## src/verilog/hart_pkg.sv

```systemverilog
// Shared sizes, counts and types for the multithreaded fetch front end.
// Modules refer to these by scoped names, so no file imports the package.
`default_nettype none

package hart_pkg;

    localparam int NUM_HARTS   = 4;    // Hardware threads sharing one fetch slot.
    localparam int HART_W      = 2;    // Bits in a hart id.
    localparam int IMEM_WORDS  = 256;  // Depth of the shared instruction memory.
    localparam int ADDR_W      = 8;    // Bits in a word address.
    localparam int HART_STRIDE = 64;   // Words per hart region; hart h starts at h * 64.
    localparam int OFFS_W      = 6;    // Bits of the offset inside one region.
    localparam int WORD_W      = 32;   // Bits in an instruction word.

    // Granted fetches a hart keeps the slot before the selector rotates.
    localparam int SLICE_LEN   = 11;
    localparam int CNT_W       = 4;    // Wide enough to hold SLICE_LEN itself.

    typedef logic [HART_W-1:0]    hart_id_t;
    typedef logic [ADDR_W-1:0]    addr_t;
    typedef logic [WORD_W-1:0]    word_t;
    typedef logic [NUM_HARTS-1:0] hart_mask_t;
    typedef logic [OFFS_W-1:0]    offs_t;   // Offset of a PC within its region.
    typedef logic [CNT_W-1:0]     cnt_t;    // Slice counter value.

endpackage

`default_nettype wire

```

## src/verilog/hart_selector.sv

```systemverilog
// Coarse-grained thread selector. Keeps the active-hart mask, counts the
// granted fetches of the current hart and rotates to the next active hart
// when the slice ends, a cache miss is reported or the current hart ends.
`timescale 1ns/100ps
`default_nettype none

module hart_selector (
    input  logic               CLK,
    input  logic               nRST,
    input  logic               fetch_done,      // One granted fetch of cur_hart.
    input  logic               cache_miss,      // Miss strobe, forces a rotation.
    input  logic               terminate,       // Terminate strobe.
    input  hart_pkg::hart_id_t terminate_hart,  // Hart removed by terminate.
    output hart_pkg::hart_id_t cur_hart,
    output logic               fetch_stop,
    output logic               all_done
);

    hart_pkg::hart_mask_t active_mask, next_mask;
    hart_pkg::cnt_t       count, next_count;
    hart_pkg::hart_id_t   next_pick;
    logic                 slice_end, cur_killed, rotate;

    // The last fetch of a slice makes the count reach SLICE_LEN, so the
    // rotation lands in the following cycle.
    assign slice_end  = fetch_done && (count == hart_pkg::cnt_t'(hart_pkg::SLICE_LEN - 1));
    assign cur_killed = terminate && (terminate_hart == cur_hart);
    assign rotate     = slice_end || cache_miss || cur_killed;

    assign fetch_stop = (active_mask == '0);  // Nobody left to fetch for.

    // Drop the terminated hart before choosing, so it is never picked.
    always_comb begin
        next_mask = active_mask;
        if (terminate) begin
            next_mask[terminate_hart] = 1'b0;
        end
    end

    // Scan from the farthest offset down to the nearest one, so the nearest
    // active hart after cur_hart wins. Offset NUM_HARTS is cur_hart itself,
    // which keeps a lone survivor in place.
    always_comb begin
        hart_pkg::hart_id_t cand;
        next_pick = cur_hart;
        for (int i = hart_pkg::NUM_HARTS; i >= 1; i--) begin
            cand = cur_hart + hart_pkg::hart_id_t'(i);  // Wraps through the id width.
            if (next_mask[cand]) begin
                next_pick = cand;
            end
        end
    end

    always_comb begin
        if (rotate) begin
            next_count = '0;                  // A new hart starts a fresh slice.
        end else if (fetch_done) begin
            next_count = count + 1'b1;
        end else begin
            next_count = count;               // Back-pressure holds the count.
        end
    end

    always_ff @(posedge CLK, negedge nRST) begin
        if (!nRST) begin
            cur_hart    <= '0;
            active_mask <= '1;                // All harts start active.
            count       <= '0;
            all_done    <= 1'b0;
        end else begin
            active_mask <= next_mask;
            count       <= next_count;
            all_done    <= fetch_stop;        // Registered copy of the empty mask.
            if (rotate) begin
                cur_hart <= next_pick;
            end
        end
    end

    // The mask and cur_hart move together, so the current hart stays active
    // until the mask runs empty. all_done follows one cycle after that.
    a_cur_active: assert property (@(posedge CLK) disable iff (!nRST)
        !fetch_stop && !all_done |-> active_mask[cur_hart])
        else $error("Current hart is not in the active mask.");

    a_count_max: assert property (@(posedge CLK) disable iff (!nRST)
        count <= hart_pkg::cnt_t'(hart_pkg::SLICE_LEN))
        else $error("Slice counter ran past SLICE_LEN.");

endmodule

`default_nettype wire

```

## config.mk

```make
export PLATFORM = sky130hd
export DESIGN_NAME = hart_selector
export DESIGN_NICKNAME = d
export VERILOG_FILES = /design/src/verilog/hart_pkg.sv /design/src/verilog/hart_selector.sv
export SDC_FILE = /design/constraint.sdc
export NUM_CORES = 1
export LEC_CHECK = 0
export ABC_AREA = 1
export BUFFER_PORTS_ARGS = -buffer_cell sky130_fd_sc_hd__buf_2
export CORE_MARGIN = 3
export CORE_UTILIZATION = 35
export CTS_CLUSTER_SIZE = 8
export DETAILED_ROUTE_END_ITERATION = 7
export PLACE_DENSITY_LB_ADDON = 0.3
export SYNTH_ARGS = -nofsm -noshare
export SYNTH_HDL_FRONTEND = slang
export SYNTH_SLANG_ARGS = --single-unit
```

## constraint.sdc

```tcl
create_clock -name CLK -period 1.4 [get_ports CLK]
set_input_delay 0.07 -clock CLK [delete_from_list [all_inputs] [get_ports CLK]]
set_output_delay 0.07 -clock CLK [all_outputs]
set_load 0.005 [all_outputs]
```

**Word-level counts from Yosys, hierarchy flattened**

Cells that the tools add are included.

- $add $sub $neg: 4
- Magnitude comparators: 5
- Equal/unequal tests: 2
- Mux-type cells: 14
- Bitwise logic cells: 2
- Reductions and logical operators: 9

Operators with widths:

| kind | number |
|---|---|
| 2-bit by 3-bit less-than comparator with 1-bit output (second input constant) | 4 |
| 4-bit 2-to-1 mux | 3 |
| 1-bit binary-select mux with 2-bit select | 3 |
| 2-bit 2-to-1 mux | 3 |
| 2-bit adder (second input constant) | 2 |
| 4-bit by 1-bit adder with 4-bit output (second input constant) | 1 |
| 4-bit AND | 1 |
| 4-bit equality test (second input constant) | 1 |
| 4-bit zero test | 1 |
| 1-bit 2-to-1 mux | 4 |
| 4-bit NOT | 1 |
| 1-bit logical AND | 3 |
| 3-bit nonzero test | 1 |
| 2-bit by 1-bit adder with 2-bit output (second input constant) | 1 |
| 1-bit demux with 2-bit select | 1 |
| 2-bit equality test | 1 |
| 2-bit by 1-bit greater-or-equal comparator with 1-bit output (second input constant) | 1 |
| 1-bit logical OR | 2 |
| 2-bit AND reduction | 1 |
| 2-bit nonzero test | 1 |

- Flip-flop bits (word level): 11
- Bits of input ports: 7
- Output and inout bits: 4
- Logic and storage cells: 40

**Depth between registers and ports, before layout**

- Word-level depth: 12
- Gate-level depth with buffers: 11
- Mapped depth without buffers: 11

**Worst setup path before layout**

OpenSTA, ideal clock, no wires.

- Path type: register to register
- From: reg cur_hart[0]
- To: reg cur_hart[1]
- Setup time: 123 ps
- Arrival time: 1,145 ps
- Data required time: 1,277 ps
- Slack: 132 ps
- Cell stages (with the launch flop): 11
- Buffers on the path: 0
- Clock period less this slack: 1,268 ps
- Path through: dfrtp_1 > inv_1 > nor2_1 > nand3_1 > nand2_1 > nor2_2 > inv_1 > nor2_1 > nor2_1 > nand2_1 > nand2_1

- Longest elaborated chain between the ends: 5
- Elaborated cells between the ends (all ways): 17
- Classes of those cells: 3 x add/sub; 1 x eq/ne; 9 x mux; 4 x reduce/logical

Ends and longest elaborated chain:

| item | line | source |
|---|---|---|
| start: declaration | hart_selector.sv:14 | `output hart_pkg::hart_id_t cur_hart,` |
| start signal: assignment | hart_selector.sv:75 | `cur_hart <= next_pick;` |
| 2-bit adder or 2-bit by 1-bit adder with 2-bit output (tied branches) | hart_selector.sv:47 | `cand = cur_hart + hart_pkg::hart_id_t'(i);` |
| 1-bit binary-select mux with 2-bit select | hart_selector.sv:48 | `if (next_mask[cand]) begin` |
| 1-bit 2-to-1 mux (implied by the code) | hart_selector.sv:48 |  |
| 3-bit nonzero test (no line) or 2-bit 2-to-1 mux (tied branches) | -- |  |
| 2-bit AND reduction (no line) or 2-bit 2-to-1 mux (tied branches) | -- |  |

Parallel ways exist; a longest one is shown, timed or not. The select of a mux whose other input is x is not followed.
A chain may end at the register's enable or synchronous reset.

**Worst setup path in the final report**

Ends and elaborated chain as after synthesis.

==> metrics <==
status=completed; Cell Area, Synth=720.7 um^2; launch point of the critical path=cur_hart[0]; unrepaired setup endpoints after global routing=yes; # diodes=0; Die H=51.38 um; I/O Buffers=10; Max Cap Viol=0; Synth cell types=18; setup_tns=0 ps; fraction of layout cells with a size suffix above 1=36.80%; Avg Cell Area, Syn=~7 um^2; register bit total from synthesis=11; antenna-violating nets left=0; fill count=200; TritonCTS clock tree=yes; worst flop-to-flop path endpoint=cur_hart[1]; Seq. cell area=approximately 280 um^2; synthesis-to-layout area growth=29.86%; Clock Root Buffer=clkbuf_4; simple-gate share of the synthesized area=between 30% and 40%; Post-route DRC=0; CP Max Fanout=6; Synth Area in Adders=3.472%; Multi-input gate area=~430 um^2; synth cell count leaders=nand2_1 (34), inv_1 (16), nand3_1 (16); Post-synth EDFFs=0; DR pass1 iterations=4; sequential cell area fraction in the yosys report=38.89%; Crit Path Class=reg -> reg; Internal=812.7 uW; clock share of power=about 14%; Final WS setup=about 33 ps; dpl ws=~33 ps; largest family of logic cells by synthesized area=simple AND/OR/NAND/NOR gates; DRT iter0 DRCs=13; Sw Share=about 45%; Worst VDD drop=~1.0 mV; dominant cells by area after synthesis=dfrtp_1 (24%), nand2_1 (18%), dfstp_2 (15%), nand3_1 (11%), inv_1 (8.3%); first-pass GRT wire length=2.456 mm; design area=935.9 um^2; vias per cell=4.820; Fin Clk Skew=between 2 and 2.5 ps; GP Congestion=about 0.89; count leader, synth=nand2_1; clock buffer count from CTS=3; Final #Nets=between 100 and 150; largest net degree at the start of global routing=12; minimum clock period=1367 ps; wire length per cell=roughly 11 um; CP Capture Type=register; cells after synthesis=about 110; core area=roughly 1800 um^2; Synth Flop Type=dfrtp_1; Synthesized Nets=~120; initial antenna violation count=0; Total Die Area=roughly 2600 um^2; Slew @ Worst Pin=around 280 ps; compound-cell area share of the yosys netlist=between 5 and 6%; Die X=slightly above 50 um; worst flop-to-flop path startpoint=cur_hart[0]; Overall Power=1.468 mW; XOR/XNOR Fraction of Synth Area=between 2 and 2.5%; logic gate share of total power=a little under three fifths; Starting Density=between 30 and 40%; Clk Latency, worst-skew pair=260 ps; HP Class=in -> reg; io pins=11; CP startpoint kind=register; dpl cell area=~810 um^2; final setup fails=0; Slew headroom=81.14%; mux share of post-synthesis cell area=0%; worst path arrival time=~1500 ps; Fmax achieved=~730 MHz; final WL=about 1.6 mm; clock sink total=11; Post-DP HPWL=between 1 and 1.5 mm; row count=15; Final Hold Viols=0; worst endpoint required time=roughly 1600 ps; FFs w/ async S/R, synth=between 90% and 100%; Psw=between 600 and 700 uW; Slew Limit Fails=0; Global Route Usage Sum=between 10% and 20%; final hold slack=109.4 ps; vias in the first global route=644; setup slack, reg-to-reg=30 ps; sequential share of power=between 20% and 30%; Lkg Pwr=0.5099 nW; CTS Buffer Depth=2; H-tree Lvls=1; largest area contributor in the netlist=dfrtp_1; area share of the largest cell type after synthesis=around a quarter; Setup crit end=cur_hart[1]; R2R cell count=11; Clock transition at path regs=roughly 70 ps; vias post-DR=about 720; total grt overflow=0; Final period util=a little over nine tenths; PwrDens=between 1500 and 2000 nW/um^2; Synth warnings=0
[how the worst min path moves through the flow]
| stage | startpoint | end | slack [ps] | cells after the start |
|---|---|---|---|---|
| 2_1_floorplan | nRST | all_done | -230 | 0 |
| 3_3_place_gp | nRST | count[1] | -50 | 1 |
| 3_5_place_dp | nRST | count[1] | -50 | 1 |
| 4_1_cts | fetch_done | count[0] | 100 | 3 |
| 5_1_grt | fetch_done | count[0] | 120 | 3 |
| 6_report | fetch_done | count[0] | 110 | 3 |
[cell usage in the layout (no fill, tap or decap), types with 3 or more instances in the layout]
cell type / n
nand2_1: 28
nand3_1: 14
inv_1: 12
buf_2: 10
nor2_4: 6
nor2_1: 6
nand2_2: 6
dfrtp_1: 6
inv_2: 5
a21oi_1: 4
dfstp_2: 4
buf_4: 4
clkbuf_4: 3
[timing repair]
item / 4_1_cts / 5_1_grt
setup endpoints to repair: 0 / 5
gates resized for setup: 0 / 25
hold endpoints to repair: 11 / 0
hold buffers: 1 / 0
setup buffers: 0 / 2
[per-stage QoR]
step / std cells / utilization, %
4_1_cts: 148 / 46.19
3_5_place_dp: 143 / 44.22
3_3_place_gp: 143 / 44.22
6_report: 150 / 50.88
2_1_floorplan: 106 / -
5_1_grt: 150 / 50.88
[layout make-up]
class	count	area share (%)
clock buffer	4	2.807
inverter	17	6.818
multi-input combinational	77	46.12
sequential	11	30.08
tap	25	3.342
timing repair buffer	16	10.83
[critical path, cell delays in order (launching register included)]
cell,delay (ps)
dfrtp_1,420
buf_6,150
nand2_2,50
inv_2,30
nand3_2,60
nand2_2,70
nor2_4,140
inv_2,60
nor2_4,120
nor2_1,50
nand2_1,50
nand2_1,40
[cell families after synthesis]
group / after synthesis
compound gates: 7
xor+xnor: 2
fa+ha+maj: 2
buf+inv: 18
flops: 11
simple gates: 66
[power groups by stage]
stage,registers [mW],logic [mW],clock network (mW)
floorplan,0.403,0.456,0
global route,0.430,0.933,0.235
CTS,0.401,0.639,0.215
global placement,0.407,0.622,0
detailed placement,0.407,0.635,0
finish,0.420,0.839,0.209
[registers in the layout, summed over array words and instances (netlist names)]
register,cells
active_mask,4
count,4
cur_hart,2
all_done,1
[routing by layer]
metal,global-route usage (%),share of wire (%)
met3,4.373,4.3
met5,0,0
met4,1.747,1.0
met2,20.55,51
met1,14.72,44
No activity file was read; power rests on OpenSTA's default activity.
