$ cat src/verilog/hart_pkg.sv
// Shared sizes, counts and types for the multithreaded fetch front end.
// Modules refer to these by scoped names, so no file imports the package.
`default_nettype none

package hart_pkg;

    localparam int NUM_HARTS   = 4;    // Hardware threads sharing one fetch slot.
    localparam int HART_W      = 2;    // Bits in a hart id.
    localparam int IMEM_WORDS  = 256;  // Depth of the shared instruction memory.
    localparam int ADDR_W      = 8;    // Bits in a word address.
    localparam int HART_STRIDE = 64;   // Words per hart region; hart h starts at h * 64.
    localparam int OFFS_W      = 6;    // Bits of the offset inside one region.
    localparam int WORD_W      = 32;   // Bits in an instruction word.

    // Granted fetches a hart keeps the slot before the selector rotates.
    localparam int SLICE_LEN   = 11;
    localparam int CNT_W       = 4;    // Wide enough to hold SLICE_LEN itself.

    typedef logic [HART_W-1:0]    hart_id_t;
    typedef logic [ADDR_W-1:0]    addr_t;
    typedef logic [WORD_W-1:0]    word_t;
    typedef logic [NUM_HARTS-1:0] hart_mask_t;
    typedef logic [OFFS_W-1:0]    offs_t;   // Offset of a PC within its region.
    typedef logic [CNT_W-1:0]     cnt_t;    // Slice counter value.

endpackage

`default_nettype wire

$ cat src/verilog/mem_port_if.sv
// One requester's port on the shared instruction memory.
// The requester drives a request, the arbiter answers with gnt and read data.
// A request is served in a cycle where req and gnt are both high.
`timescale 1ns/100ps
`default_nettype none

interface mem_port_if;

    logic             req;    // Requester wants the memory this cycle.
    logic             we;     // High for a write, low for a read.
    hart_pkg::addr_t  addr;   // Word address of the access.
    hart_pkg::word_t  wdata;  // Write data, ignored on reads.
    logic             gnt;    // Arbiter serves this request in the current cycle.
    hart_pkg::word_t  rdata;  // Read data, valid the cycle after a granted read.

    // Fetch unit and program loader sit on this side.
    modport requester (
        output req, we, addr, wdata,
        input  gnt, rdata
    );

    // The memory arbiter sees every requester through this side.
    modport arbiter (
        input  req, we, addr, wdata,
        output gnt, rdata
    );

endinterface

`default_nettype wire

$ cat src/verilog/mem_arbiter.sv
// Round-robin arbiter for the single memory port. A lone requester is
// granted at once; when fetch and loader both ask, the one not served
// last wins. The winner's access is steered onto the memory ports.
`timescale 1ns/100ps
`default_nettype none

module mem_arbiter (
    input  logic            CLK,
    input  logic            nRST,
    mem_port_if.arbiter     fetch_port,
    mem_port_if.arbiter     load_port,
    output logic            mem_en,
    output logic            mem_we,
    output hart_pkg::addr_t mem_addr,
    output hart_pkg::word_t mem_wdata,
    input  hart_pkg::word_t mem_rdata
);

    logic last_load;  // High when the loader won the last grant.
    logic gnt_fetch, gnt_load;

    assign gnt_fetch = fetch_port.req && (!load_port.req || last_load);
    assign gnt_load  = load_port.req && (!fetch_port.req || !last_load);

    assign fetch_port.gnt = gnt_fetch;
    assign load_port.gnt  = gnt_load;

    always_ff @(posedge CLK, negedge nRST) begin
        if (!nRST) begin
            last_load <= 1'b0;   // Loader takes the first contested cycle.
        end else if (gnt_load) begin
            last_load <= 1'b1;
        end else if (gnt_fetch) begin
            last_load <= 1'b0;
        end
    end

    // Steer the winner. With no grant the memory is idle and keeps rdata.
    always_comb begin
        mem_en    = gnt_fetch || gnt_load;
        mem_we    = fetch_port.we;
        mem_addr  = fetch_port.addr;
        mem_wdata = fetch_port.wdata;
        if (gnt_load) begin
            mem_we    = load_port.we;
            mem_addr  = load_port.addr;
            mem_wdata = load_port.wdata;
        end
    end

    // Read data goes to both; only the one with a read in flight uses it.
    assign fetch_port.rdata = mem_rdata;
    assign load_port.rdata  = mem_rdata;

    a_one_grant: assert property (@(posedge CLK) disable iff (!nRST)
        !(gnt_fetch && gnt_load))
        else $error("Both requesters granted in one cycle.");

endmodule

`default_nettype wire

$ cat src/flat_wrapper.sv
// flat-port wrapper written by rule: the top's interface ports become plain ports
module mem_arbiter_flat 
  (CLK, nRST, mem_en, mem_we, mem_addr, mem_wdata, mem_rdata, fetch_port_req, fetch_port_we, fetch_port_addr, fetch_port_wdata, fetch_port_gnt, fetch_port_rdata, load_port_req, load_port_we, load_port_addr, load_port_wdata, load_port_gnt, load_port_rdata);
  mem_port_if fetch_port_i ();
  mem_port_if load_port_i ();
  input  logic CLK;
  input  logic nRST;
  output logic mem_en;
  output logic mem_we;
  output hart_pkg::addr_t mem_addr;
  output hart_pkg::word_t mem_wdata;
  input  hart_pkg::word_t mem_rdata;
  input wire logic [$bits(fetch_port_i.req)-1:0] fetch_port_req;
  input wire logic [$bits(fetch_port_i.we)-1:0] fetch_port_we;
  input wire logic [$bits(fetch_port_i.addr)-1:0] fetch_port_addr;
  input wire logic [$bits(fetch_port_i.wdata)-1:0] fetch_port_wdata;
  output wire logic [$bits(fetch_port_i.gnt)-1:0] fetch_port_gnt;
  output wire logic [$bits(fetch_port_i.rdata)-1:0] fetch_port_rdata;
  input wire logic [$bits(load_port_i.req)-1:0] load_port_req;
  input wire logic [$bits(load_port_i.we)-1:0] load_port_we;
  input wire logic [$bits(load_port_i.addr)-1:0] load_port_addr;
  input wire logic [$bits(load_port_i.wdata)-1:0] load_port_wdata;
  output wire logic [$bits(load_port_i.gnt)-1:0] load_port_gnt;
  output wire logic [$bits(load_port_i.rdata)-1:0] load_port_rdata;
  assign fetch_port_i.req = fetch_port_req;
  assign fetch_port_i.we = fetch_port_we;
  assign fetch_port_i.addr = fetch_port_addr;
  assign fetch_port_i.wdata = fetch_port_wdata;
  assign fetch_port_gnt = fetch_port_i.gnt;
  assign fetch_port_rdata = fetch_port_i.rdata;
  assign load_port_i.req = load_port_req;
  assign load_port_i.we = load_port_we;
  assign load_port_i.addr = load_port_addr;
  assign load_port_i.wdata = load_port_wdata;
  assign load_port_gnt = load_port_i.gnt;
  assign load_port_rdata = load_port_i.rdata;
  mem_arbiter u_core (.CLK(CLK), .nRST(nRST), .fetch_port(fetch_port_i), .load_port(load_port_i), .mem_en(mem_en), .mem_we(mem_we), .mem_addr(mem_addr), .mem_wdata(mem_wdata), .mem_rdata(mem_rdata));
endmodule
$ cat config.mk
export PLATFORM = sky130hd
export DESIGN_NAME = mem_arbiter_flat
export DESIGN_NICKNAME = d
export VERILOG_FILES = /design/src/verilog/hart_pkg.sv /design/src/verilog/mem_port_if.sv /design/src/verilog/mem_arbiter.sv /design/src/flat_wrapper.sv
export SDC_FILE = /design/constraint.sdc
export NUM_CORES = 1
export LEC_CHECK = 0
export BUFFER_PORTS_ARGS = -buffer_cell sky130_fd_sc_hd__buf_2
export CELL_PAD_IN_SITES_DETAIL_PLACEMENT = 0
export CELL_PAD_IN_SITES_GLOBAL_PLACEMENT = 2
export CORE_ASPECT_RATIO = 0.5
export CORE_UTILIZATION = 10
export CTS_BUF_LIST = sky130_fd_sc_hd__clkbuf_4
export CTS_CLUSTER_SIZE = 28
export DETAILED_ROUTE_END_ITERATION = 7
export PLACE_DENSITY = 0.95
export SYNTH_ARGS = -nofsm -noshare
export SYNTH_HDL_FRONTEND = slang
export SYNTH_SLANG_ARGS = --single-unit
$ cat constraint.sdc
create_clock -name CLK -period 1.4 [get_ports CLK]
set_input_delay 0 -clock CLK [delete_from_list [all_inputs] [get_ports CLK]]
set_output_delay 0 -clock CLK [all_outputs]
set_load 0.02 [all_outputs]
### Word-level counts from Yosys, hierarchy flattened

Index checks and enable logic that the tools add are counted.

* reduce and logical (&&, ||, !) cells: 9
* mux-type cells: 5

Operators with widths (number)
* $mux W32: 1
* $mux W8: 1
* $logic_not A1 Y1: 3
* $logic_or A1 B1 Y1: 3
* $mux W1: 3
* $logic_and A1 B1 Y1: 2
* $reduce_bool A2 Y1: 1

* bits in registers: 1
* input port bits: 118

### Longest topological paths before layout

* depth in word-level cells: 5
* gate-level depth with buffers: 3
* gate-level depth less buffers: 2

### Least setup slack after synthesis

OpenSTA, ideal clock, no wires.

* path type: flip-flop to output port
* start: register u_core.last_load
* end: output port mem_wdata[21]
* buffers on the path: 1
* slack: 164 ps
* arrival time: 1236 ps
* cell stages (with the launch flop): 4
* cell sequence: dfrtp_1 -> a21boi_4 -> buf_6 -> mux2_2

* cells in the longest elaborated chain, start to end: 4

RTL lines
* start, declared: RTL line mem_arbiter.sv:19 `logic last_load;`
* start signal, assigned: RTL line mem_arbiter.sv:30 `last_load <= 1'b0;`
* start signal, assigned: RTL line mem_arbiter.sv:32 `last_load <= 1'b1;`
* start signal, assigned: RTL line mem_arbiter.sv:34 `last_load <= 1'b0;`
* $logic_not A1 Y1: RTL line mem_arbiter.sv:23 `assign gnt_load = load_port.req && (!fetch_port.req || !last_load);`
* $logic_or A1 B1 Y1: RTL line mem_arbiter.sv:23
* $logic_and A1 B1 Y1: RTL line mem_arbiter.sv:23
* net load_port_gnt: RTL line flat_wrapper.sv:23 `output wire logic [$bits(load_port_i.gnt)-1:0] load_port_gnt;`
* $mux W32: RTL line mem_arbiter.sv:44 `if (gnt_load) begin`
* end, declared: RTL line flat_wrapper.sv:11 `output hart_pkg::word_t mem_wdata;`

The timed path passes the listed nets, and every way through them passes these cells.

### Worst setup path after layout

* start: register u_core.last_load
* end: output port mem_wdata[22]

* cells in the longest elaborated chain, start to end: 4

RTL lines (RTL line)
* $logic_not A1 Y1: mem_arbiter.sv:23
* $logic_or A1 B1 Y1: mem_arbiter.sv:23
* $logic_and A1 B1 Y1: mem_arbiter.sv:23
* $mux W32: mem_arbiter.sv:44

No other way between the ends.

==> summary.txt <==
Logic synthesis
  – Sequential-to-total area share from yosys stat: under 10%
  – Area share of fa/ha/maj cells after synthesis: 0%
  – Synth Warn #: 0
  – Post-synth top area share: a little under half
  – Mapped Cells: between 100 and 150
  – Post-Synthesis Cell Area: 1057 um2
  – Mean Syn Cell Area: 9.114 um2
  – Post-Synth XOR/XNOR Area: 0%
  – Seq cells post-synth: 1
  – Yosys cell types: 11
  – Synth area leader: buf_4
  – Mux cell area share after synthesis: 43.67%
  – Post-synthesis simple-gate area fraction: 0.9467%
  – Largest family of logic cells by synthesized area: buffers and inverters
  – Net Count, Synth: between 200 and 250
  – Cells taking the most area after synthesis: buf_4, mux2_2, buf_6
  – Post-synthesis compound-gate area fraction: under 10%

Detailed routing
  – First DRT Iteration DRCs: 25
  – DRT antenna net count: 0
  – Final wirelength: roughly 2.8 mm
  – Residual DRC count: 0
  – Via count: 904
  – DR vias/cell: between 2 and 3
  – WL/cell: approximately 8.6 um
  – TritonRoute pass-1 iters: 3

Critical path
  – Crit-path max cell delay: roughly 0.41 ns
  – Worst reg2reg setup slack: a little over 0.7 ns
  – Worst reg2reg path endpoint: u_core.last_load
  – Worst setup SP type: flop
  – CP max-delay cell: dfrtp_1
  – WP buf/inv: 2
  – Critical path's top delay family: flip-flops
  – Reg-to-Reg Start: u_core.last_load
  – Worst Path Max Fanout: 10
  – Worst Reg2Reg Path Length in Cells: 2
  – Critical Path RT: between 1 and 1.5 ns
  – Setup Crit Path Kind: reg -> out
  – Worst EP arrival: 1.35 ns
  – Critical Path End Type: primary output
  – Worst path cell trace: a21boi_4, buf_4, mux2_2, buf_2

Cells and area
  – Final Util: between 10% and 20%
  – Largest registers: u_core.last_load (1)
  – # fillers: 1197
  – Antenna cells: 0
  – Final Cell Area: ~1400 um2
  – Largest Register: u_core.last_load
  – Area Overhead vs Synth: 32.19%
  – Max reg flops: 1
  – Share of cells above drive strength 1: 95.58%
  – Final layout net count: about 300

Min path
  – Min-delay worst type: in -> out
  – HP Start: mem_rdata[4]
  – Hold Crit Endpoint: fetch_port_rdata[4]
  – Worst Hold Depth: 0

Global routing
  – Gr ovfl total: 0
  – Initial antenna violation count: 0
  – Largest net degree at the start of global routing: 23
  – Vias in the first global route: between 700 and 800
  – Global-route wire length before repair: around 3.8 mm
  – Total track usage: under 10%

Placement
  – Input/output buffers: about 130
  – DP HPWL: approximately 2.5 mm
  – Placer Congestion: between 0.7 and 0.8
  – DP Area: 1388 um2

Timing
  – Clock skew: 0 ns
  – Least-Margin Pin Slew: 0.1778 ns
  – Relative slew slack: just under 90%
  – Hold Vio Cnt, Final: 0
  – Tcrit/Tclk final: approximately 96%
  – Tmin final: about 1.3 ns
  – RSZ-0062 raised after global routing: true
  – Final setup vio count: 0
  – F_max: 743.1 MHz
  – Final Max Tran Viols: 0

Power
  – Sw frac: between 40% and 50%
  – Worst vdd ir: ~0.000087 V
  – Int Power: approximately 330 uW
  – Lkg Pwr: roughly 0.0007 uW
  – Clock power share: 0%
  – Power density over the cells: approximately 450 nW/um2
  – Sw Pwr: roughly 300 uW
  – Logic pwr share: between 90% and 100%
  – Reg power frac: 6.4%

Die
  – Die area: between 10000 and 15000 um2
  – Cell row count: 26
  – Core area: 10250 um2
  – Die Wd: between 100 and 150 um
  – Starting Density: approximately 10%
  – IO Pins: between 200 and 250
  – DIE HEIGHT: 74.71 um

Clock tree
  – Clock slew seen by the registers of the worst setup and hold paths: 0 ns
  – # Post-CTS Setup Buffers: 0
  – Post-cts resize count: 0
  – Clk_lat worst skew: 0 ns

Status
  – Status: completed

Job
  – Max Cap Viol: 0
## stage by stage
step	setup WS, ns	total power (uW)	cells	hold WS [ns]	TNS [ns]
after global placement	0.07744	625.3	320	-0.2245	0
after CTS	0.05371	633.6	321	0.0001996	0
after global routing	-0.0004624	681.1	321	0.00004436	-0.0004624
final	0.05425	626.9	321	0.00001132	0
after floorplan	0.1643	668.2	116	-0.2956	0
after detailed placement	0.05755	629.1	320	-0.2218	0
## kinds of logic (layout without fill, tap and decap cells)
| logic type | count (synthesis) | in the layout |
|---|---|---|
| multiplexers | 41 | 41 |
| AND/OR/NAND/NOR | 2 | 2 |
| flip-flops | 1 | 1 |
| AO/OA/AOI/OAI | 3 | 3 |
| buffers and inverters | 69 | 134 |
## synthesized netlist by cell type
cell type,number
dfrtp_1,1
inv_1,1
a21boi_0,1
or2_2,1
buf_6,4
mux2_2,39
mux2_1,2
a21oi_1,1
nor2_1,1
a21boi_4,1
buf_4,64
## power by group through the flow
| stage | Combinational (uW) | Clock, uW | Sequential (uW) |
|---|---|---|---|
| CTS | 594 | 0 | 40.1 |
| global placement | 586 | 0 | 39.4 |
| floorplan | 629 | 0 | 39.2 |
| global route | 640 | 0 | 40.9 |
| detailed placement | 589 | 0 | 40.2 |
| finish | 587 | 0 | 40.3 |
## repair_timing
item,4_1_cts,5_1_grt
endpoints found under the hold margin,1,0
endpoints found under the setup margin,0,1
hold buffers,1,0
## area by class of cell
type	instances	area (um2)	area share (%)
inverters	1	3.754	0.2686
multi-input cells	46	503.0	35.99
flip-flops and latches	1	25.02	1.791
well taps	140	175.2	12.53
repair buffers	133	690.7	49.42
## per-layer routing
| metal | track usage [%] | wire, um | vias to the layer above |
|---|---|---|---|
| met2 | 5.870 | 1373 | 33 |
| met4 | 0.6873 | 0 | 0 |
| li1 | - | - | 453 |
| met1 | 5.726 | 1138 | 418 |
| met5 | 0 | 0 | - |
| met3 | 1.818 | 259 | 0 |
## worst max-delay path by stage
| stage | from | to | slack [ns] | cells past startpoint |
|---|---|---|---|---|
| final | u_core.last_load | mem_wdata[22] | 0.05 | 4 |
| after detailed placement | u_core.last_load | mem_wdata[22] | 0.06 | 4 |
| after global routing | u_core.last_load | mem_wdata[1] | -0.0005 | 4 |
| after floorplan | u_core.last_load | mem_wdata[21] | 0.16 | 3 |
| after global placement | u_core.last_load | mem_wdata[25] | 0.08 | 4 |
| after CTS | u_core.last_load | mem_wdata[22] | 0.05 | 4 |
## layout by cell type, fill, tap and decap left out
master | Yosys | layout
inv_1 | 1 | 1
nor2_1 | 1 | 1
mux2_1 | 2 | 2
buf_2 | 0 | 129
mux2_2 | 39 | 39
or2_2 | 1 | 1
dfrtp_1 | 1 | 1
a21boi_0 | 1 | 1
a21boi_4 | 1 | 1
a21oi_1 | 1 | 1
dlygate4sd3_1 | 0 | 1
buf_4 | 64 | 2
buf_12 | 0 | 1
(Power assumes the default switching activity.)
