**src/verilog/hart_pkg.sv**
```systemverilog
// Shared sizes, counts and types for the multithreaded fetch front end.
// Modules refer to these by scoped names, so no file imports the package.
`default_nettype none

package hart_pkg;

    localparam int NUM_HARTS   = 4;    // Hardware threads sharing one fetch slot.
    localparam int HART_W      = 2;    // Bits in a hart id.
    localparam int IMEM_WORDS  = 256;  // Depth of the shared instruction memory.
    localparam int ADDR_W      = 8;    // Bits in a word address.
    localparam int HART_STRIDE = 64;   // Words per hart region; hart h starts at h * 64.
    localparam int OFFS_W      = 6;    // Bits of the offset inside one region.
    localparam int WORD_W      = 32;   // Bits in an instruction word.

    // Granted fetches a hart keeps the slot before the selector rotates.
    localparam int SLICE_LEN   = 11;
    localparam int CNT_W       = 4;    // Wide enough to hold SLICE_LEN itself.

    typedef logic [HART_W-1:0]    hart_id_t;
    typedef logic [ADDR_W-1:0]    addr_t;
    typedef logic [WORD_W-1:0]    word_t;
    typedef logic [NUM_HARTS-1:0] hart_mask_t;
    typedef logic [OFFS_W-1:0]    offs_t;   // Offset of a PC within its region.
    typedef logic [CNT_W-1:0]     cnt_t;    // Slice counter value.

endpackage

`default_nettype wire

```
**src/verilog/mem_port_if.sv**
```systemverilog
// One requester's port on the shared instruction memory.
// The requester drives a request, the arbiter answers with gnt and read data.
// A request is served in a cycle where req and gnt are both high.
`timescale 1ns/100ps
`default_nettype none

interface mem_port_if;

    logic             req;    // Requester wants the memory this cycle.
    logic             we;     // High for a write, low for a read.
    hart_pkg::addr_t  addr;   // Word address of the access.
    hart_pkg::word_t  wdata;  // Write data, ignored on reads.
    logic             gnt;    // Arbiter serves this request in the current cycle.
    hart_pkg::word_t  rdata;  // Read data, valid the cycle after a granted read.

    // Fetch unit and program loader sit on this side.
    modport requester (
        output req, we, addr, wdata,
        input  gnt, rdata
    );

    // The memory arbiter sees every requester through this side.
    modport arbiter (
        input  req, we, addr, wdata,
        output gnt, rdata
    );

endinterface

`default_nettype wire

```
**src/verilog/fetch_unit.sv**
```systemverilog
// Fetch unit with one PC per hart. Requests a read at the current hart's PC
// each cycle, advances that PC on a grant and presents the fetched word,
// with the hart and PC of the request, one cycle later.
`timescale 1ns/100ps
`default_nettype none

module fetch_unit (
    input  logic               CLK,
    input  logic               nRST,
    input  hart_pkg::hart_id_t cur_hart,
    input  logic               fetch_stop,   // No active hart is left.
    input  logic               cache_miss,   // Suppresses the request this cycle.
    mem_port_if.requester      mem,
    output logic               fetch_done,   // Pulse per granted fetch.
    output logic               fetch_valid,
    output hart_pkg::hart_id_t fetch_hart,
    output hart_pkg::addr_t    fetch_pc,
    output hart_pkg::word_t    fetch_instr
);

    hart_pkg::addr_t pc [hart_pkg::NUM_HARTS];
    hart_pkg::addr_t cur_pc, pc_adv;
    hart_pkg::offs_t offs_next;
    logic            fire;

    assign cur_pc = pc[cur_hart];

    // Only the offset bits count up, so the PC wraps inside its own region.
    assign offs_next = cur_pc[hart_pkg::OFFS_W-1:0] + hart_pkg::offs_t'(1);
    assign pc_adv    = {cur_pc[hart_pkg::ADDR_W-1:hart_pkg::OFFS_W], offs_next};

    // Fetch is read only.
    assign mem.req   = !fetch_stop && !cache_miss;
    assign mem.we    = 1'b0;
    assign mem.addr  = cur_pc;
    assign mem.wdata = '0;

    assign fire       = mem.req && mem.gnt;  // The read is served this cycle.
    assign fetch_done = fire;

    always_ff @(posedge CLK, negedge nRST) begin
        if (!nRST) begin
            // Each PC starts at the base of its hart's region.
            for (int h = 0; h < hart_pkg::NUM_HARTS; h++) begin
                pc[h] <= hart_pkg::addr_t'(h * hart_pkg::HART_STRIDE);
            end
            fetch_valid <= 1'b0;
        end else begin
            fetch_valid <= fire;
            if (fire) begin
                pc[cur_hart] <= pc_adv;      // Without a grant the PC holds.
            end
        end
    end

    // Tag of the outstanding read, lined up with rdata in the next cycle.
    always_ff @(posedge CLK) begin
        if (fire) begin
            fetch_hart <= cur_hart;
            fetch_pc   <= cur_pc;
        end
    end

    assign fetch_instr = mem.rdata;          // Memory read data is already registered.

endmodule

`default_nettype wire

```
**src/flat_wrapper.sv**
```systemverilog
// flat-port wrapper written by rule: the top's interface ports become plain ports
module fetch_unit_flat 
  (CLK, nRST, cur_hart, fetch_stop, cache_miss, fetch_done, fetch_valid, fetch_hart, fetch_pc, fetch_instr, mem_req, mem_we, mem_addr, mem_wdata, mem_gnt, mem_rdata);
  mem_port_if mem_i ();
  input  logic CLK;
  input  logic nRST;
  input  hart_pkg::hart_id_t cur_hart;
  input  logic fetch_stop;
  input  logic cache_miss;
  output logic fetch_done;
  output logic fetch_valid;
  output hart_pkg::hart_id_t fetch_hart;
  output hart_pkg::addr_t fetch_pc;
  output hart_pkg::word_t fetch_instr;
  output wire logic [$bits(mem_i.req)-1:0] mem_req;
  output wire logic [$bits(mem_i.we)-1:0] mem_we;
  output wire logic [$bits(mem_i.addr)-1:0] mem_addr;
  output wire logic [$bits(mem_i.wdata)-1:0] mem_wdata;
  input wire logic [$bits(mem_i.gnt)-1:0] mem_gnt;
  input wire logic [$bits(mem_i.rdata)-1:0] mem_rdata;
  assign mem_req = mem_i.req;
  assign mem_we = mem_i.we;
  assign mem_addr = mem_i.addr;
  assign mem_wdata = mem_i.wdata;
  assign mem_i.gnt = mem_gnt;
  assign mem_i.rdata = mem_rdata;
  fetch_unit u_core (.CLK(CLK), .nRST(nRST), .cur_hart(cur_hart), .fetch_stop(fetch_stop), .cache_miss(cache_miss), .mem(mem_i), .fetch_done(fetch_done), .fetch_valid(fetch_valid), .fetch_hart(fetch_hart), .fetch_pc(fetch_pc), .fetch_instr(fetch_instr));
endmodule
```
**config.mk**
```make
export PLATFORM = sky130hd
export DESIGN_NAME = fetch_unit_flat
export DESIGN_NICKNAME = d
export VERILOG_FILES = /design/src/verilog/hart_pkg.sv /design/src/verilog/mem_port_if.sv /design/src/verilog/fetch_unit.sv /design/src/flat_wrapper.sv
export SDC_FILE = /design/constraint.sdc
export NUM_CORES = 1
export LEC_CHECK = 0
export BUFFER_PORTS_ARGS = -buffer_cell sky130_fd_sc_hd__clkbuf_2
export CAP_MARGIN = 20
export CORE_ASPECT_RATIO = 0.6
export CORE_MARGIN = 2
export CORE_UTILIZATION = 44
export CTS_CLUSTER_DIAMETER = 100
export DETAILED_ROUTE_END_ITERATION = 8
export PLACE_DENSITY = 0.79
export SETUP_SLACK_MARGIN = 0.1
export SLEW_MARGIN = 20
export SYNTH_ARGS = -nofsm -noshare
export SYNTH_HDL_FRONTEND = slang
export SYNTH_SLANG_ARGS = --single-unit
export TNS_END_PERCENT = 100
```
**constraint.sdc**
```tcl
create_clock -name CLK -period 2.4 [get_ports CLK]
set_clock_uncertainty 0.2 [all_clocks]
set_input_delay 0.36 -clock CLK [delete_from_list [all_inputs] [get_ports CLK]]
set_output_delay 0.36 -clock CLK [all_outputs]
set_load 0.005 [all_outputs]
```
== Yosys cells after proc, flatten, opt, wreduce, memory -nomap -nowiden ==
Cells that the tools add are included.
W data, S select, Z words.

* Input bits: 39
* Logic and storage cells: 22
* Bits in registers: 43

* Reductions and logical operators: 5
* Bitwise gates (word level): 1
* Add/sub/neg operators: 1
* Muxes and demuxes: 6
* Order comparisons: 2

{| class="wikitable"
|+ Operators with widths
! cell !! number
|-
| $bwmux W32 || 1
|-
| $mux W8 || 3
|-
| $bmux W8 S2 || 1
|-
| $demux W8 S2 || 1
|-
| $add A6 B1 Y6 const B || 1
|-
| $ge A3 B3 Y1 const B || 1
|-
| $logic_and A1 B1 Y1 || 3
|-
| $lt A3 B1 Y1 const B || 1
|-
| $not A2 Y3 || 1
|-
| $logic_not A1 Y1 || 2
|}

== Longest topological paths before layout ==
* Depth in word-level cells: 6
* Gate-level depth with buffers: 6

== Least setup slack after synthesis ==
OpenSTA, ideal clock, no wires.

* Kind: input to register
* Start: input port cur_hart[0]
* End: register u_core.pc[18] (netlist name)
* Arrival time: 1.684 ns
* Slack: 0.382 ns
* Stages on the path: 4
* Path buffers: 0
* Cells stage by stage: mux4_1 ha_1 xnor2_1 o21ai_0

* Cells in the longest elaborated chain, start to end: 6
* Elaborated cells between the ends (all ways): 11

{| class="wikitable"
|+ Ends and longest elaborated chain
! what !! line !! source
|-
| from (decl) || flat_wrapper.sv:7 || <nowiki>input hart_pkg::hart_id_t cur_hart;</nowiki>
|-
| $not A2 Y3 (implied by the code) * || fetch_unit.sv:26, fetch_unit.sv:51 ||
|-
| $bmux W8 S2, or another cell as far along || fetch_unit.sv:26 || <nowiki>assign cur_pc = pc[cur_hart];</nowiki>
|-
| $mux W8 (implied by the code) / $logic_and A1 B1 Y1 (equally long branches) || fetch_unit.sv:26, fetch_unit.sv:51 ||
|-
| $mux W8 (on tied branches) || fetch_unit.sv:26, fetch_unit.sv:51 ||
|-
| $add A6 B1 Y6 / $demux W8 S2 (equally long branches) || fetch_unit.sv:29, fetch_unit.sv:51 ||
|-
| $bwmux W32 * || fetch_unit.sv:51 || <nowiki>pc[cur_hart] <= pc_adv;</nowiki>
|-
| to (signal, indexed assignment) || fetch_unit.sv:45 || <nowiki>pc[h] <= hart_pkg::addr_t'(h * hart_pkg::HART_STRIDE);</nowiki>
|-
| to (signal, indexed assignment) || fetch_unit.sv:51 ||
|-
| to (decl) || fetch_unit.sv:21 || <nowiki>hart_pkg::addr_t pc [hart_pkg::NUM_HARTS];</nowiki>
|}

Every way passes the cells marked *; elsewhere a longest branch is shown, timed or not. The select of a mux whose other input is x is not followed.
A chain may end at the register's enable or synchronous reset.

== Final worst setup path ==
* Start: input port cur_hart[0]
* End: output port mem_addr[2]

* Cells in the longest elaborated chain, start to end: 4

{| class="wikitable"
|+ Ends and longest elaborated chain
! what !! line !! source
|-
| $not A2 Y3 (implied by the code) || fetch_unit.sv:26 ||
|-
| $bmux W8 S2 || fetch_unit.sv:26 ||
|-
| $mux W8 (implied by the code) (2 in a row) || fetch_unit.sv:26 ||
|-
| to (decl) || flat_wrapper.sv:17 || <nowiki>output wire logic [$bits(mem_i.addr)-1:0] mem_addr;</nowiki>
|}

No other way between the ends. The select of a mux whose other input is x is not followed.

==> metrics.md <==
| Metric | Value |
|---|---|
| GPL Wtd Cong | `between 0.8 and 0.9` |
| Gr ovfl total | `0` |
| Share of layout cells above drive strength 1 | `31.0%` |
| First drt pass iteration count | `4` |
| TritonCTS clock tree | `yes` |
| Die Width | `96.6 um` |
| Power, Total | `1.99 mW` |
| Worst Hold Depth | `0` |
| FF+latch area | `1130 um^2` |
| Area share of the largest cell type after synthesis | `32.1%` |
| Crit path launch type | `input port` |
| Post-route setup TNS | `0 ns` |
| EDFF count, synth | `10` |
| Hold Path Sink | `u_core.pc[22]` |
| Reg-to-Reg End | `u_core.pc[18]` |
| Post-CTS Hold Buffers | `1` |
| Pwr dens | `905 nW/um^2` |
| WP buf/inv | `2` |
| Final #Nets | `226` |
| Area growth syn-to-layout | `-2.99%` |
| Initial DRC Count | `43` |
| Ys flop type | `dfrtp_1` |
| Deepest clock path buffer count | `2` |
| Setup bufs post-CTS | `0` |
| Final hold vios | `0` |
| First-pass GRT wire length | `5350 um` |
| Top-count cell post-synth | `buf_4` |
| Slew Limit Fails | `0` |
| Crit path cell chain | `clkbuf_2, mux4_1, clkbuf_2` |
| LEAKAGE | `1.01 nW` |
| Fmax | `0.477 GHz` |
| Crit-path max FO | `8` |
| Max_slew headroom | `47.4%` |
| Syn Area/Cell | `~12 um^2` |
| DRC errors left | `0` |
| Footprint of the multi-input gates | `696 um^2` |
| Cell Rows | `20` |
| Synth area leader | `dfrtp_1` |
| Dpl cell area | `2090 um^2` |
| Final setup violation count | `0` |
| Ant. Diodes | `0` |
| CP peak stage delay | `between 0.7 and 0.8 ns` |
| Dpl hpwl | `2440 um` |
| Post-CTS Resized | `0` |
| Arrival @ worst endpoint | `1.54 ns` |
| Worst-Margin Slew | `0.788 ns` |
| Final Cell Area | `2190 um^2` |
| Ports | `125` |
| Tmin final | `2.10 ns` |
| Warnings, synthesis | `0` |
| Number of port buffers | `27` |
| Worst Hold Launch | `u_core.pc[22]` |
| Synthesized area | `2260 um^2` |
| Hold slack final | `0.167 ns` |
| Slowest cell on crit path | `mux4_1` |
| Area contributors post-synth | `dfrtp_1 32%, buf_4 22%, edfxtp_1 13%` |
| Reg clk slew, reported paths | `0.07 ns` |
| Wire per inst | `13.1 um` |
| Initial core utilization | `45.2%` |
| Worst skew pair latency | `0.29 ns` |
| Outcome | `finished clean` |
| Delay-heaviest family, CP | `multiplexers` |
| Count of cell types in the netlist | `29` |
| Via count | `1,149` |
| Synth top cells by count | `65 x buf_4, 29 x dfrtp_1, 12 x nor2_1` |
| RSZ-0062 raised after global routing | `false` |
| Number of max-cap violations | `0` |
| Reg2reg path depth | `4` |
| CTS H-Tree Depth | `2` |
| Core Area | `between 5000 and 6000 um^2` |
| CTS Buf Count | `5` |
| CP most frequent cell | `clkbuf_2` |
| Routed WL | `about 3300 um` |
| Req. time, crit path | `1.84 ns` |
| Hold WC Path Type | `register to register` |
| All-Layer GR Usage | `13.1%` |
| Period utilization | `87.3%` |
| Worst setup EP type | `primary output` |
| RR Startpoint | `u_core.pc[17]` |
| Fillers | `476` |
| Vias in the first global route | `a little over 1,000` |
| Pin count of the biggest net entering global routing | `34` |
| Die height | `59.5 um` |
| Type of the worst setup path | `input port to primary output` |
| R2r setup slk | `between 0.4 and 0.5 ns` |
| Die area | `5750 um^2` |
| Root buf cell | `clkbuf_8` |
| DR vias/cell | `4.54` |
| Antenna violations before repair | `0` |
| Final ANT Viol Nets | `0` |
| Async S/R FF share, synth | `between 70 and 80%` |
| Post-synthesis sequential area ratio | `about half` |
| CTS Sinks | `43` |
| Peak supply drop | `263 uV` |
| Post-synthesis register bit count | `43` |
| Post-Synthesis Cells | `approximately 190` |
==> power by group <==
| part | total, mW | switching (mW) | internal, mW |
|---|---|---|---|
| Clock | 0.456 | 0.224 | 0.232 |
| Combinational | 0.530 | 0.290 | 0.239 |
| Sequential | 1.00 | 0.0789 | 0.921 |
==> per-layer routing <==
layer | vias up | GRT usage, % | share of wire, %
li1 | 527 | - | -
met1 | 566 | 17.8 | 49
met2 | 46 | 17.6 | 42
met3 | 10 | 5.34 | 6.6
met4 | 0 | 7.85 | 2.3
met5 | - | 0 | 0
==> sequential cells by signal, summed over array words and instances, names as in the netlist <==
signal,flops
u_core.pc,32
u_core.fetch_pc,8
u_core.fetch_hart,2
u_core.fetch_valid,1
==> worst max path at each step <==
stage,startpoint,to,slack [ns],cells past startpoint
floorplan,cur_hart[0],u_core.pc[18],0.38,4
global placement,cur_hart[0],u_core.pc[18],0.18,5
detailed placement,cur_hart[0],u_core.pc[28],0.16,6
CTS,cur_hart[0],mem_addr[7],0.29,4
global route,cur_hart[0],mem_addr[7],0.20,4
finish,cur_hart[0],mem_addr[2],0.30,3
==> placed cells by master (no fill, tap or decap), types with 5 or more instances in the layout <==
master    Yosys  layout
clkbuf_8      0       6
dfrtp_1      29      29
nor2_1       12      12
clkbuf_2      0      27
conb_1        1      33
mux4_1        5       5
nand2_1      11      11
o21ai_1       6       6
a21oi_1      10      10
edfxtp_1     10      10
buf_4        65       6
==> cell type report <==
class	instances	area share, %
clock buffers	7	3.93
inverters	1	0.171
well taps	66	3.76
flip-flops and latches	43	51.5
clock inverters	1	0.228
multi-input cells	101	31.7
repair buffers	34	8.67
==> through the flow <==
step,setup WS (ns),cells,utilization (%)
after floorplan,0.382,224,-
after global placement,0.183,244,41.8
after detailed placement,0.159,244,41.8
after CTS,0.286,253,43.9
after global routing,0.202,253,43.9
final,0.304,253,43.9
==> kinds of logic (layout without fill, tap and decap cells) <==
logic type / after synthesis / in the layout / synth area share, %
buffers and inverters: 80 / 43 / 24.6
and+or+nand+nor: 31 / 31 / 6.97
other: 1 / 33 / 0.166
xor gates and xnor gates: 4 / 4 / 2.54
muxes: 12 / 12 / 10.8
DFF: 43 / 43 / 50.0
AOI/OAI and AO/OA: 20 / 20 / 4.42
adders and majority gates: 1 / 1 / 0.553
No activity file was read; power rests on OpenSTA's default activity.
